[src/common/fmul_defines.svh]
`ifndef FMUL_DEFINES_SVH
`define FMUL_DEFINES_SVH

// binary32 field layout.
`define FMUL_WORD_W   32
`define FMUL_EXP_W    8
`define FMUL_MAN_W    23
`define FMUL_SIG_W    24 // fraction plus hidden one.
`define FMUL_PROD_W   48
`define FMUL_ESUM_W   10 // signed exponent sum.
`define FMUL_BIAS     127

`define FMUL_REG_W    5
`define FMUL_FLAGS_W  5

`define FMUL_QNAN     32'h7fc00000

// fflags bit positions, dz (bit 3) is never raised.
`define FMUL_NV       4
`define FMUL_OF       2
`define FMUL_UF       1
`define FMUL_NX       0

`endif

[src/common/fmul_pkg.sv]
package fmul_pkg;

    // command opcode.
    typedef enum logic {
        op_mul  = 1'b0,
        op_macc = 1'b1
    } fmul_op_e;

    // operand class, subnormals count as zero.
    typedef enum logic [1:0] {
        cls_zero   = 2'd0,
        cls_normal = 2'd1,
        cls_inf    = 2'd2,
        cls_nan    = 2'd3
    } fmul_class_e;

endpackage

[src/fmul/fmul_mantissa.sv]
`timescale 1ns/1ps
`include "fmul_defines.svh"

module fmul_mantissa (
    input  logic                            clk,
    input  logic                            arst_n,
    input  logic                            u_valid,
    output logic                            u_ready,
    input  fmul_pkg::fmul_op_e              u_op,
    input  logic                            u_sign,
    input  logic signed [`FMUL_ESUM_W-1:0]  u_exp_sum,
    input  logic [`FMUL_SIG_W-1:0]          u_man_a,
    input  logic [`FMUL_SIG_W-1:0]          u_man_b,
    input  logic                            u_special,
    input  logic [`FMUL_WORD_W-1:0]         u_special_value,
    input  logic [`FMUL_FLAGS_W-1:0]        u_special_flags,
    input  logic [`FMUL_WORD_W-1:0]         u_c,
    input  fmul_pkg::fmul_class_e           u_c_class,
    input  logic [`FMUL_REG_W-1:0]          u_dest,
    output logic                            m_valid,
    input  logic                            m_ready,
    output fmul_pkg::fmul_op_e              m_op,
    output logic                            m_sign,
    output logic signed [`FMUL_ESUM_W-1:0]  m_exp_sum,
    output logic [`FMUL_PROD_W-1:0]         m_product,
    output logic                            m_special,
    output logic [`FMUL_WORD_W-1:0]         m_special_value,
    output logic [`FMUL_FLAGS_W-1:0]        m_special_flags,
    output logic [`FMUL_WORD_W-1:0]         m_c,
    output fmul_pkg::fmul_class_e           m_c_class,
    output logic [`FMUL_REG_W-1:0]          m_dest
);

    localparam int DW = 2 + `FMUL_ESUM_W + `FMUL_PROD_W + 1 + 2 * `FMUL_WORD_W
                        + `FMUL_FLAGS_W + 2 + `FMUL_REG_W;

    logic [`FMUL_PROD_W-1:0] product;
    logic [DW-1:0]           in_data, out_data;
    logic                    op_bit;
    logic [1:0]              c_class_bits;

    assign product = u_man_a * u_man_b; // 24x24, full width.

    assign in_data = {u_op, u_sign, u_exp_sum, product, u_special, u_special_value,
                      u_special_flags, u_c, u_c_class, u_dest};

    stream_stage #(.WIDTH(DW)) stage_inst (
        .clk, .arst_n,
        .in_valid(u_valid), .in_ready(u_ready), .in_data(in_data),
        .out_valid(m_valid), .out_ready(m_ready), .out_data(out_data)
    );

    assign {op_bit, m_sign, m_exp_sum, m_product, m_special, m_special_value,
            m_special_flags, m_c, c_class_bits, m_dest} = out_data;
    assign m_op      = fmul_pkg::fmul_op_e'(op_bit);
    assign m_c_class = fmul_pkg::fmul_class_e'(c_class_bits);

endmodule

[src/fmul/fmul_normalize.sv]
`timescale 1ns/1ps
`include "fmul_defines.svh"

module fmul_normalize (
    input  logic                            clk,
    input  logic                            arst_n,
    input  logic                            m_valid,
    output logic                            m_ready,
    input  fmul_pkg::fmul_op_e              m_op,
    input  logic                            m_sign,
    input  logic signed [`FMUL_ESUM_W-1:0]  m_exp_sum,
    input  logic [`FMUL_PROD_W-1:0]         m_product,
    input  logic                            m_special,
    input  logic [`FMUL_WORD_W-1:0]         m_special_value,
    input  logic [`FMUL_FLAGS_W-1:0]        m_special_flags,
    input  logic [`FMUL_WORD_W-1:0]         m_c,
    input  fmul_pkg::fmul_class_e           m_c_class,
    input  logic [`FMUL_REG_W-1:0]          m_dest,
    output logic                            res_valid,
    input  logic                            res_ready,
    output logic [`FMUL_WORD_W-1:0]         res_value,
    output logic [`FMUL_FLAGS_W-1:0]        res_flags,
    output logic [`FMUL_REG_W-1:0]          res_dest,
    output logic                            macc_valid,
    input  logic                            macc_ready,
    output logic [`FMUL_WORD_W-1:0]         macc_product,
    output logic [`FMUL_FLAGS_W-1:0]        macc_flags,
    output logic [`FMUL_WORD_W-1:0]         macc_c,
    output fmul_pkg::fmul_class_e           macc_c_class,
    output logic [`FMUL_REG_W-1:0]          macc_dest
);

    localparam int EW      = `FMUL_EXP_W;
    localparam int MW      = `FMUL_MAN_W;
    localparam int SW      = `FMUL_SIG_W;
    localparam int P       = `FMUL_PROD_W;
    localparam int EXP_INF = (1 << EW) - 1;
    localparam int RES_W   = `FMUL_WORD_W + `FMUL_FLAGS_W + `FMUL_REG_W;
    localparam int MACC_W  = 2 * `FMUL_WORD_W + `FMUL_FLAGS_W + 2 + `FMUL_REG_W;

    logic [MW-1:0]                   frac_pre;
    logic                            guard, sticky, round_up;
    logic [SW:0]                     sig_rnd;
    logic signed [`FMUL_ESUM_W-1:0]  exp_norm, exp_fin;
    logic [`FMUL_WORD_W-1:0]         value;
    logic [`FMUL_FLAGS_W-1:0]        flags;
    logic                            is_mul;
    logic                            res_in_valid, res_in_ready;
    logic                            macc_in_valid, macc_in_ready;
    logic [RES_W-1:0]                res_out_data;
    logic [MACC_W-1:0]               macc_out_data;
    logic [1:0]                      c_class_bits;

    always_comb begin
        if (m_product[P-1]) begin
            frac_pre = m_product[P-2 -: MW]; // product in [2,4).
            guard    = m_product[P-2-MW];
            sticky   = |m_product[P-3-MW:0];
            exp_norm = m_exp_sum + 1;
        end else begin
            frac_pre = m_product[P-3 -: MW];
            guard    = m_product[P-3-MW];
            sticky   = |m_product[P-4-MW:0];
            exp_norm = m_exp_sum;
        end
        round_up = guard & (sticky | frac_pre[0]);
        sig_rnd  = {2'b01, frac_pre} + {{SW{1'b0}}, round_up};
        // a carry out leaves the fraction all zero, so sig_rnd[MW-1:0] is still right.
        exp_fin  = sig_rnd[SW] ? exp_norm + 1 : exp_norm;

        flags = '0;
        if (m_special) begin
            value = m_special_value;
            flags = m_special_flags;
        end else if (exp_fin >= EXP_INF) begin
            value = {m_sign, {EW{1'b1}}, {MW{1'b0}}};
            flags[`FMUL_OF] = 1'b1;
            flags[`FMUL_NX] = 1'b1;
        end else if (exp_fin < 1) begin
            value = {m_sign, {(EW+MW){1'b0}}}; // flush to zero.
            flags[`FMUL_UF] = 1'b1;
            flags[`FMUL_NX] = 1'b1;
        end else begin
            value = {m_sign, exp_fin[EW-1:0], sig_rnd[MW-1:0]};
            flags[`FMUL_NX] = guard | sticky;
        end
    end

    assign is_mul        = (m_op == fmul_pkg::op_mul);
    assign res_in_valid  = m_valid & is_mul;
    assign macc_in_valid = m_valid & ~is_mul;
    assign m_ready       = is_mul ? res_in_ready : macc_in_ready;

    stream_stage #(.WIDTH(RES_W)) res_stage_inst (
        .clk, .arst_n,
        .in_valid(res_in_valid), .in_ready(res_in_ready), .in_data({value, flags, m_dest}),
        .out_valid(res_valid), .out_ready(res_ready), .out_data(res_out_data)
    );

    stream_stage #(.WIDTH(MACC_W)) macc_stage_inst (
        .clk, .arst_n,
        .in_valid(macc_in_valid), .in_ready(macc_in_ready),
        .in_data({value, flags, m_c, m_c_class, m_dest}),
        .out_valid(macc_valid), .out_ready(macc_ready), .out_data(macc_out_data)
    );

    assign {res_value, res_flags, res_dest} = res_out_data;
    assign {macc_product, macc_flags, macc_c, c_class_bits, macc_dest} = macc_out_data;
    assign macc_c_class = fmul_pkg::fmul_class_e'(c_class_bits);

    // a waiting item must not switch slices.
    route_held_while_stalled: assert property (
        @(posedge clk) disable iff (!arst_n)
        m_valid && !m_ready |=> m_valid && $stable(m_op)
    );

endmodule

[src/fmul/fmul_unit.sv]
`timescale 1ns/1ps
`include "fmul_defines.svh"

module fmul_unit (
    input  logic                     clk,
    input  logic                     arst_n,
    input  logic                     cmd_valid,
    output logic                     cmd_ready,
    input  fmul_pkg::fmul_op_e       cmd_op,
    input  logic [`FMUL_WORD_W-1:0]  cmd_a,
    input  logic [`FMUL_WORD_W-1:0]  cmd_b,
    input  logic [`FMUL_WORD_W-1:0]  cmd_c,
    input  logic [`FMUL_REG_W-1:0]   cmd_dest,
    output logic                     res_valid,
    input  logic                     res_ready,
    output logic [`FMUL_WORD_W-1:0]  res_value,
    output logic [`FMUL_FLAGS_W-1:0] res_flags,
    output logic [`FMUL_REG_W-1:0]   res_dest,
    output logic                     macc_valid,
    input  logic                     macc_ready,
    output logic [`FMUL_WORD_W-1:0]  macc_product,
    output logic [`FMUL_FLAGS_W-1:0] macc_flags,
    output logic [`FMUL_WORD_W-1:0]  macc_c,
    output fmul_pkg::fmul_class_e    macc_c_class,
    output logic [`FMUL_REG_W-1:0]   macc_dest
);

    logic                           u_valid, u_ready, u_sign, u_special;
    fmul_pkg::fmul_op_e             u_op;
    logic signed [`FMUL_ESUM_W-1:0] u_exp_sum;
    logic [`FMUL_SIG_W-1:0]         u_man_a, u_man_b;
    logic [`FMUL_WORD_W-1:0]        u_special_value, u_c;
    logic [`FMUL_FLAGS_W-1:0]       u_special_flags;
    fmul_pkg::fmul_class_e          u_c_class;
    logic [`FMUL_REG_W-1:0]         u_dest;

    logic                           m_valid, m_ready, m_sign, m_special;
    fmul_pkg::fmul_op_e             m_op;
    logic signed [`FMUL_ESUM_W-1:0] m_exp_sum;
    logic [`FMUL_PROD_W-1:0]        m_product;
    logic [`FMUL_WORD_W-1:0]        m_special_value, m_c;
    logic [`FMUL_FLAGS_W-1:0]       m_special_flags;
    fmul_pkg::fmul_class_e          m_c_class;
    logic [`FMUL_REG_W-1:0]         m_dest;

    fmul_unpack unpack_inst (
        .clk, .arst_n,
        .cmd_valid, .cmd_ready, .cmd_op, .cmd_a, .cmd_b, .cmd_c, .cmd_dest,
        .u_valid, .u_ready, .u_op, .u_sign, .u_exp_sum, .u_man_a, .u_man_b,
        .u_special, .u_special_value, .u_special_flags, .u_c, .u_c_class, .u_dest
    );

    fmul_mantissa mantissa_inst (
        .clk, .arst_n,
        .u_valid, .u_ready, .u_op, .u_sign, .u_exp_sum, .u_man_a, .u_man_b,
        .u_special, .u_special_value, .u_special_flags, .u_c, .u_c_class, .u_dest,
        .m_valid, .m_ready, .m_op, .m_sign, .m_exp_sum, .m_product,
        .m_special, .m_special_value, .m_special_flags, .m_c, .m_c_class, .m_dest
    );

    fmul_normalize normalize_inst (
        .clk, .arst_n,
        .m_valid, .m_ready, .m_op, .m_sign, .m_exp_sum, .m_product,
        .m_special, .m_special_value, .m_special_flags, .m_c, .m_c_class, .m_dest,
        .res_valid, .res_ready, .res_value, .res_flags, .res_dest,
        .macc_valid, .macc_ready, .macc_product, .macc_flags, .macc_c,
        .macc_c_class, .macc_dest
    );

endmodule

[src/fmul/fmul_unpack.sv]
`timescale 1ns/1ps
`include "fmul_defines.svh"

module fmul_unpack (
    input  logic                            clk,
    input  logic                            arst_n,
    input  logic                            cmd_valid,
    output logic                            cmd_ready,
    input  fmul_pkg::fmul_op_e              cmd_op,
    input  logic [`FMUL_WORD_W-1:0]         cmd_a,
    input  logic [`FMUL_WORD_W-1:0]         cmd_b,
    input  logic [`FMUL_WORD_W-1:0]         cmd_c,
    input  logic [`FMUL_REG_W-1:0]          cmd_dest,
    output logic                            u_valid,
    input  logic                            u_ready,
    output fmul_pkg::fmul_op_e              u_op,
    output logic                            u_sign,
    output logic signed [`FMUL_ESUM_W-1:0]  u_exp_sum,
    output logic [`FMUL_SIG_W-1:0]          u_man_a,
    output logic [`FMUL_SIG_W-1:0]          u_man_b,
    output logic                            u_special,
    output logic [`FMUL_WORD_W-1:0]         u_special_value,
    output logic [`FMUL_FLAGS_W-1:0]        u_special_flags,
    output logic [`FMUL_WORD_W-1:0]         u_c,
    output fmul_pkg::fmul_class_e           u_c_class,
    output logic [`FMUL_REG_W-1:0]          u_dest
);

    localparam int EW = `FMUL_EXP_W;
    localparam int MW = `FMUL_MAN_W;
    localparam int DW = 2 + `FMUL_ESUM_W + 2 * `FMUL_SIG_W + 1 + 2 * `FMUL_WORD_W
                        + `FMUL_FLAGS_W + 2 + `FMUL_REG_W;
    localparam logic signed [`FMUL_ESUM_W-1:0] BIAS = `FMUL_BIAS;

    function automatic fmul_pkg::fmul_class_e classify(input logic [`FMUL_WORD_W-1:0] x);
        logic [EW-1:0] e;
        logic [MW-1:0] f;
        e = x[EW+MW-1:MW];
        f = x[MW-1:0];
        if (e == '0) begin
            return fmul_pkg::cls_zero; // subnormals flush here.
        end else if (e == {EW{1'b1}}) begin
            return (f == '0) ? fmul_pkg::cls_inf : fmul_pkg::cls_nan;
        end
        return fmul_pkg::cls_normal;
    endfunction

    fmul_pkg::fmul_class_e    cls_a, cls_b;
    logic                     sign;
    logic                     snan;
    logic                     special;
    logic [`FMUL_WORD_W-1:0]  value;
    logic [`FMUL_FLAGS_W-1:0] flags;
    logic [`FMUL_ESUM_W-1:0]  exp_sum;
    logic [DW-1:0]            in_data, out_data;
    logic                     op_bit;
    logic [1:0]               c_class_bits;

    assign cls_a   = classify(cmd_a);
    assign cls_b   = classify(cmd_b);
    assign sign    = cmd_a[`FMUL_WORD_W-1] ^ cmd_b[`FMUL_WORD_W-1];
    assign exp_sum = $signed({{(`FMUL_ESUM_W-EW){1'b0}}, cmd_a[EW+MW-1:MW]})
                   + $signed({{(`FMUL_ESUM_W-EW){1'b0}}, cmd_b[EW+MW-1:MW]}) - BIAS;
    assign snan    = (cls_a == fmul_pkg::cls_nan && !cmd_a[MW-1])
                   | (cls_b == fmul_pkg::cls_nan && !cmd_b[MW-1]);
    assign special = (cls_a != fmul_pkg::cls_normal) | (cls_b != fmul_pkg::cls_normal);

    always_comb begin
        flags = '0;
        if (cls_a == fmul_pkg::cls_nan || cls_b == fmul_pkg::cls_nan) begin
            value = `FMUL_QNAN;
            flags[`FMUL_NV] = snan;
        end else if ((cls_a == fmul_pkg::cls_inf && cls_b == fmul_pkg::cls_zero) ||
                     (cls_a == fmul_pkg::cls_zero && cls_b == fmul_pkg::cls_inf)) begin
            value = `FMUL_QNAN; // 0 x inf.
            flags[`FMUL_NV] = 1'b1;
        end else if (cls_a == fmul_pkg::cls_inf || cls_b == fmul_pkg::cls_inf) begin
            value = {sign, {EW{1'b1}}, {MW{1'b0}}};
        end else begin
            value = {sign, {(EW+MW){1'b0}}};
        end
    end

    assign in_data = {cmd_op, sign, exp_sum, 1'b1, cmd_a[MW-1:0], 1'b1, cmd_b[MW-1:0],
                      special, value, flags, cmd_c, classify(cmd_c), cmd_dest};

    stream_stage #(.WIDTH(DW)) stage_inst (
        .clk, .arst_n,
        .in_valid(cmd_valid), .in_ready(cmd_ready), .in_data(in_data),
        .out_valid(u_valid), .out_ready(u_ready), .out_data(out_data)
    );

    assign {op_bit, u_sign, u_exp_sum, u_man_a, u_man_b, u_special, u_special_value,
            u_special_flags, u_c, c_class_bits, u_dest} = out_data;
    assign u_op      = fmul_pkg::fmul_op_e'(op_bit);
    assign u_c_class = fmul_pkg::fmul_class_e'(c_class_bits);

endmodule

[src/logic/stream_stage.sv]
`timescale 1ns/1ps

module stream_stage #(
    parameter int WIDTH = 32
) (
    input  logic             clk,
    input  logic             arst_n,
    input  logic             in_valid,
    output logic             in_ready,
    input  logic [WIDTH-1:0] in_data,
    output logic             out_valid,
    input  logic             out_ready,
    output logic [WIDTH-1:0] out_data
);

    logic             main_valid;
    logic [WIDTH-1:0] main_data;
    logic             skid_valid;
    logic [WIDTH-1:0] skid_data;
    logic             in_fire;
    logic             main_free;

    assign in_ready  = ~skid_valid; // straight from a flop.
    assign in_fire   = in_valid & in_ready;
    assign main_free = out_ready | ~main_valid;

    always_ff @(posedge clk or negedge arst_n) begin
        if (!arst_n) begin
            main_valid <= 1'b0;
            skid_valid <= 1'b0;
        end else if (main_free) begin
            main_valid <= skid_valid | in_fire;
            skid_valid <= 1'b0;
        end else if (in_fire) begin
            skid_valid <= 1'b1; // output stalled, park it.
        end
    end

    always_ff @(posedge clk) begin
        if (main_free) begin
            main_data <= skid_valid ? skid_data : in_data;
        end
        if (in_fire && !main_free) begin
            skid_data <= in_data;
        end
    end

    assign out_valid = main_valid;
    assign out_data  = main_data;

    out_data_stable: assert property (
        @(posedge clk) disable iff (!arst_n)
        out_valid && !out_ready |=> out_valid && $stable(out_data)
    );

endmodule

[config.mk]
export PLATFORM = sky130hd
export DESIGN_NAME = fmul_unit
export DESIGN_NICKNAME = d
export VERILOG_FILES = /design/src/common/fmul_pkg.sv /design/src/fmul/fmul_mantissa.sv /design/src/fmul/fmul_normalize.sv /design/src/fmul/fmul_unit.sv /design/src/fmul/fmul_unpack.sv /design/src/logic/stream_stage.sv
export VERILOG_INCLUDE_DIRS = /design/src /design/src/common
export SDC_FILE = /design/constraint.sdc
export NUM_CORES = 2
export LEC_CHECK = 0
export BUFFER_PORTS_ARGS = -buffer_cell sky130_fd_sc_hd__buf_2
export CORE_ASPECT_RATIO = 0.7
export CORE_UTILIZATION = 37
export CTS_CLUSTER_DIAMETER = 60
export DETAILED_ROUTE_END_ITERATION = 12
export GPL_TIMING_DRIVEN = 0
export SYNTH_ARGS = -nofsm -noshare
export SYNTH_HDL_FRONTEND = slang
export SYNTH_SLANG_ARGS = --single-unit
[constraint.sdc]
create_clock -name clk -period 23.6 [get_ports clk]
set_input_delay 3.54 -clock clk [delete_from_list [all_inputs] [get_ports clk]]
set_output_delay 3.54 -clock clk [all_outputs]
set_load 0.05 [all_outputs]
==> impl_metrics.toml <==
[status]
status = "finished clean"

[placed_design]
portBuffers = 225
dpl.hpwl_um = 104000
placed_area_um2 = 48900
dp_cells = 5622
place.gp.congestion = 0.997

[timing]
final.period_utilization = 0.393
fmaxAchievable_ghz = 0.108
tightest_slew_ns = 1.40
setup-tns-final_ns = 0
hold_violations = 0
rsz0062_at_grt = "no"
relSlewSlack = 0.0696
fin_hold_ws_ns = 0.444
period_minus_slack_ns = 9.28
clock_skew_ns = 0.0683
setup_viol = 0
drv_slew = 0

[setup_path]
crit_required_ns = 24.01
ff2ff_path_depth = 26
crit_type = "reg2reg"
crit_arrival_ns = 9.70
crit_path_max_fanout = 10
crit_path_end_kind = "flop"
start_kind = "flop"

[drt]
wl_um = 131000
drt_first_pass_iters = 5
avgRoutedWirePerCell_um = 22.9
ant_nets = 0
num_vias = 29100
drc = 0
drt-initial-drc-count = 2392
viasPerCell = 5.05

[clock_tree]
cts_tree = "done"
cts_sinks = 652
postCtsHoldBufs = 0
clkSlewWorstSetupHoldPaths_ns = 0.06
cts.repair.resized = 0
htree_levels = 3
cts-root-buf = "clkbuf_16"
numCtsBuffers = 70
clkLatencyLatePin_ns = 0.66
cts_buffer_depth = 3
post_cts_buffers = 0

[global_route]
grt_use_met3 = 0.0591
antenna_found_initial = 16
grt_usage = 0.217
grt_pass1_wl_um = 196000
use_met1 = 0.325
grt_pass1_vias = 29800
overflow = 0
top_usage_layer = "met1"
grt_max_degree = 61
gr-usage-met2 = 0.310

[floorplan]
core_area_um2 = 120000
ios = 228
initial_utilization = 0.376
die_area_um2 = 124000
dieHeight_um = 294
rows = 106
fp.dieW_um = 420

[synth]
synth-seq-cells = 652
ys_seq_area_frac = 0.432
synth_edf_count = 644
yosysWarnings = 0
netlist_area_um2 = 45200
synth_ff_type = "edfxtp_1"
yosysUniqueCellTypes = 75
avgSynthCellArea_um2 = 12.1
netlist_instances = 3738
async_flop_share = 0.0123

[cells_and_area]
nFillCells = 11400
finalNonFillerCells = 5748
drive_gt1_frac = 0.160
area_growth_pct = 13.2
layout.nets = 4850
final_area_um2 = 51100

[min_path]
hold_path_depth = 0
worstHoldPathType = "reg2reg"

[run]
maxCapViolations = 0
cell usage after synthesis, drive strengths merged, types with 9 or more instances:
cell type | instances | share of area
and2 | 261 | 0.036
mux2 | 260 | 0.065
o211ai | 10 | 0.0017
a211o | 9 | 0.0017
nor3 | 24 | 0.0029
and3 | 13 | 0.0018
nor2 | 90 | 0.0075
clkbuf | 140 | 0.012
nand2 | 418 | 0.035
nand4 | 39 | 0.0057
o31ai | 16 | 0.0029
a21o | 26 | 0.0043
nor4 | 28 | 0.0039
xnor2 | 71 | 0.014
nand3 | 40 | 0.0047
nor2b | 10 | 0.0014
edfxtp | 644 | 0.43
fa | 483 | 0.21
a21oi | 61 | 0.0068
inv | 620 | 0.051
mux2i | 17 | 0.0038
buf | 25 | 0.0032
xor2 | 41 | 0.0079
ha | 186 | 0.051
o21ai | 88 | 0.0099
kinds of logic after synthesis:
| group | share of synthesized area |
|---|---|
| AND/OR/NAND/NOR | 0.107 |
| multiplexers | 0.0687 |
| adder cells (fa/ha/maj) | 0.265 |
| XOR/XNOR | 0.0220 |
| buffers and inverters | 0.0668 |
| flip-flops | 0.432 |
| AO/OA/AOI/OAI | 0.0381 |
| other | 0.0000830 |
final timing paths:
| kind | start | endpoint | slack, ns |
|---|---|---|---|
| max | unpack_inst.stage_inst.out_data[89] | mantissa_inst.stage_inst.out_data[111] | 14.32 |
| min | mantissa_inst.stage_inst.out_data[34] | normalize_inst.macc_stage_inst.skid_data[34] | 0.44 |
| max reg2reg | unpack_inst.stage_inst.out_data[89] | mantissa_inst.stage_inst.out_data[111] | 14.32 |
| min reg2reg | mantissa_inst.stage_inst.out_data[34] | normalize_inst.macc_stage_inst.skid_data[34] | 0.44 |
| max in group asynchronous | arst_n | unpack_inst.stage_inst.out_valid | 20.62 |
| min in group asynchronous | arst_n | mantissa_inst.stage_inst.out_valid | 2.76 |
metrics by stage:
stage,utilization,setup slack [ns]
final,0.425,14.32
after global routing,0.425,14.00
after CTS,0.425,14.60
after detailed placement,0.406,14.62
after global placement,0.402,3.21
after floorplan,-,11.73
state kept, by name, indices dropped and copies added (netlist names), 41 cells and up:
signal and count:
normalize_inst.res_stage_inst.out_data 41, mantissa_inst.stage_inst.out_data 104, unpack_inst.stage_inst.out_data 102, normalize_inst.macc_stage_inst.out_data 75, normalize_inst.res_stage_inst.skid_data 41, mantissa_inst.stage_inst.skid_data 104, normalize_inst.macc_stage_inst.skid_data 75, unpack_inst.stage_inst.skid_data 102
layout by cell type, fill, tap and decap left out, types with 21 or more instances in the layout:
cell / n
a21o_1: 26
a21oi_1: 61
and2_1: 261
buf_2: 230
buf_6: 28
clkbuf_1: 151
clkbuf_16: 70
clkinv_1: 21
edfxtp_1: 644
fa_1: 483
ha_1: 186
inv_1: 619
mux2_2: 255
nand2_1: 416
nand3_1: 38
nand4_1: 37
nor2_1: 90
nor3_1: 21
nor4_1: 28
o21ai_0: 72
xnor2_1: 69
xor2_1: 41
worst max-delay path: stages, from the launching register on:
cell and delay, ns:
edfxtp_1 0.32, clkbuf_1 0.72, clkbuf_1 0.91, nand2_1 0.19, fa_1 0.57, inv_1 0.05
fa_1 0.47, inv_1 0.05, fa_1 0.50, inv_1 0.06, fa_1 0.58, fa_1 0.44
fa_1 0.49, inv_1 0.05, fa_1 0.47, inv_1 0.04, ha_1 0.25, clkbuf_1 0.38
and3_1 0.26, nor3b_1 0.56, nand3_1 0.15, a21oi_1 0.31, or4_1 0.29, a21oi_1 0.18
o31ai_1 0.30, xor2_1 0.15, mux2_2 0.29
final cells by class:
class / count / area, um^2 / area share
antenna: 1 / 2.50 / 0.0000489
buffer: 165 / 672 / 0.0131
clock buffer: 83 / 1810 / 0.0354
clock inverter: 42 / 452 / 0.00883
inverter: 625 / 2350 / 0.0459
multi-input combinational: 2297 / 22700 / 0.444
sequential: 652 / 19500 / 0.382
tap: 1620 / 2030 / 0.0396
timing repair buffer: 263 / 1600 / 0.0314
per-layer routing:
| metal | wire length (um) | up-vias |
|---|---|---|
| li1 | - | 13000 |
| met4 | 2960 | 0 |
| met2 | 55000 | 993 |
| met5 | 0 | - |
| met1 | 61900 | 14900 |
| met3 | 11500 | 163 |
Power is not shown: default switching activity piles up to over one toggle a cycle in this logic, so the estimate is an artifact.
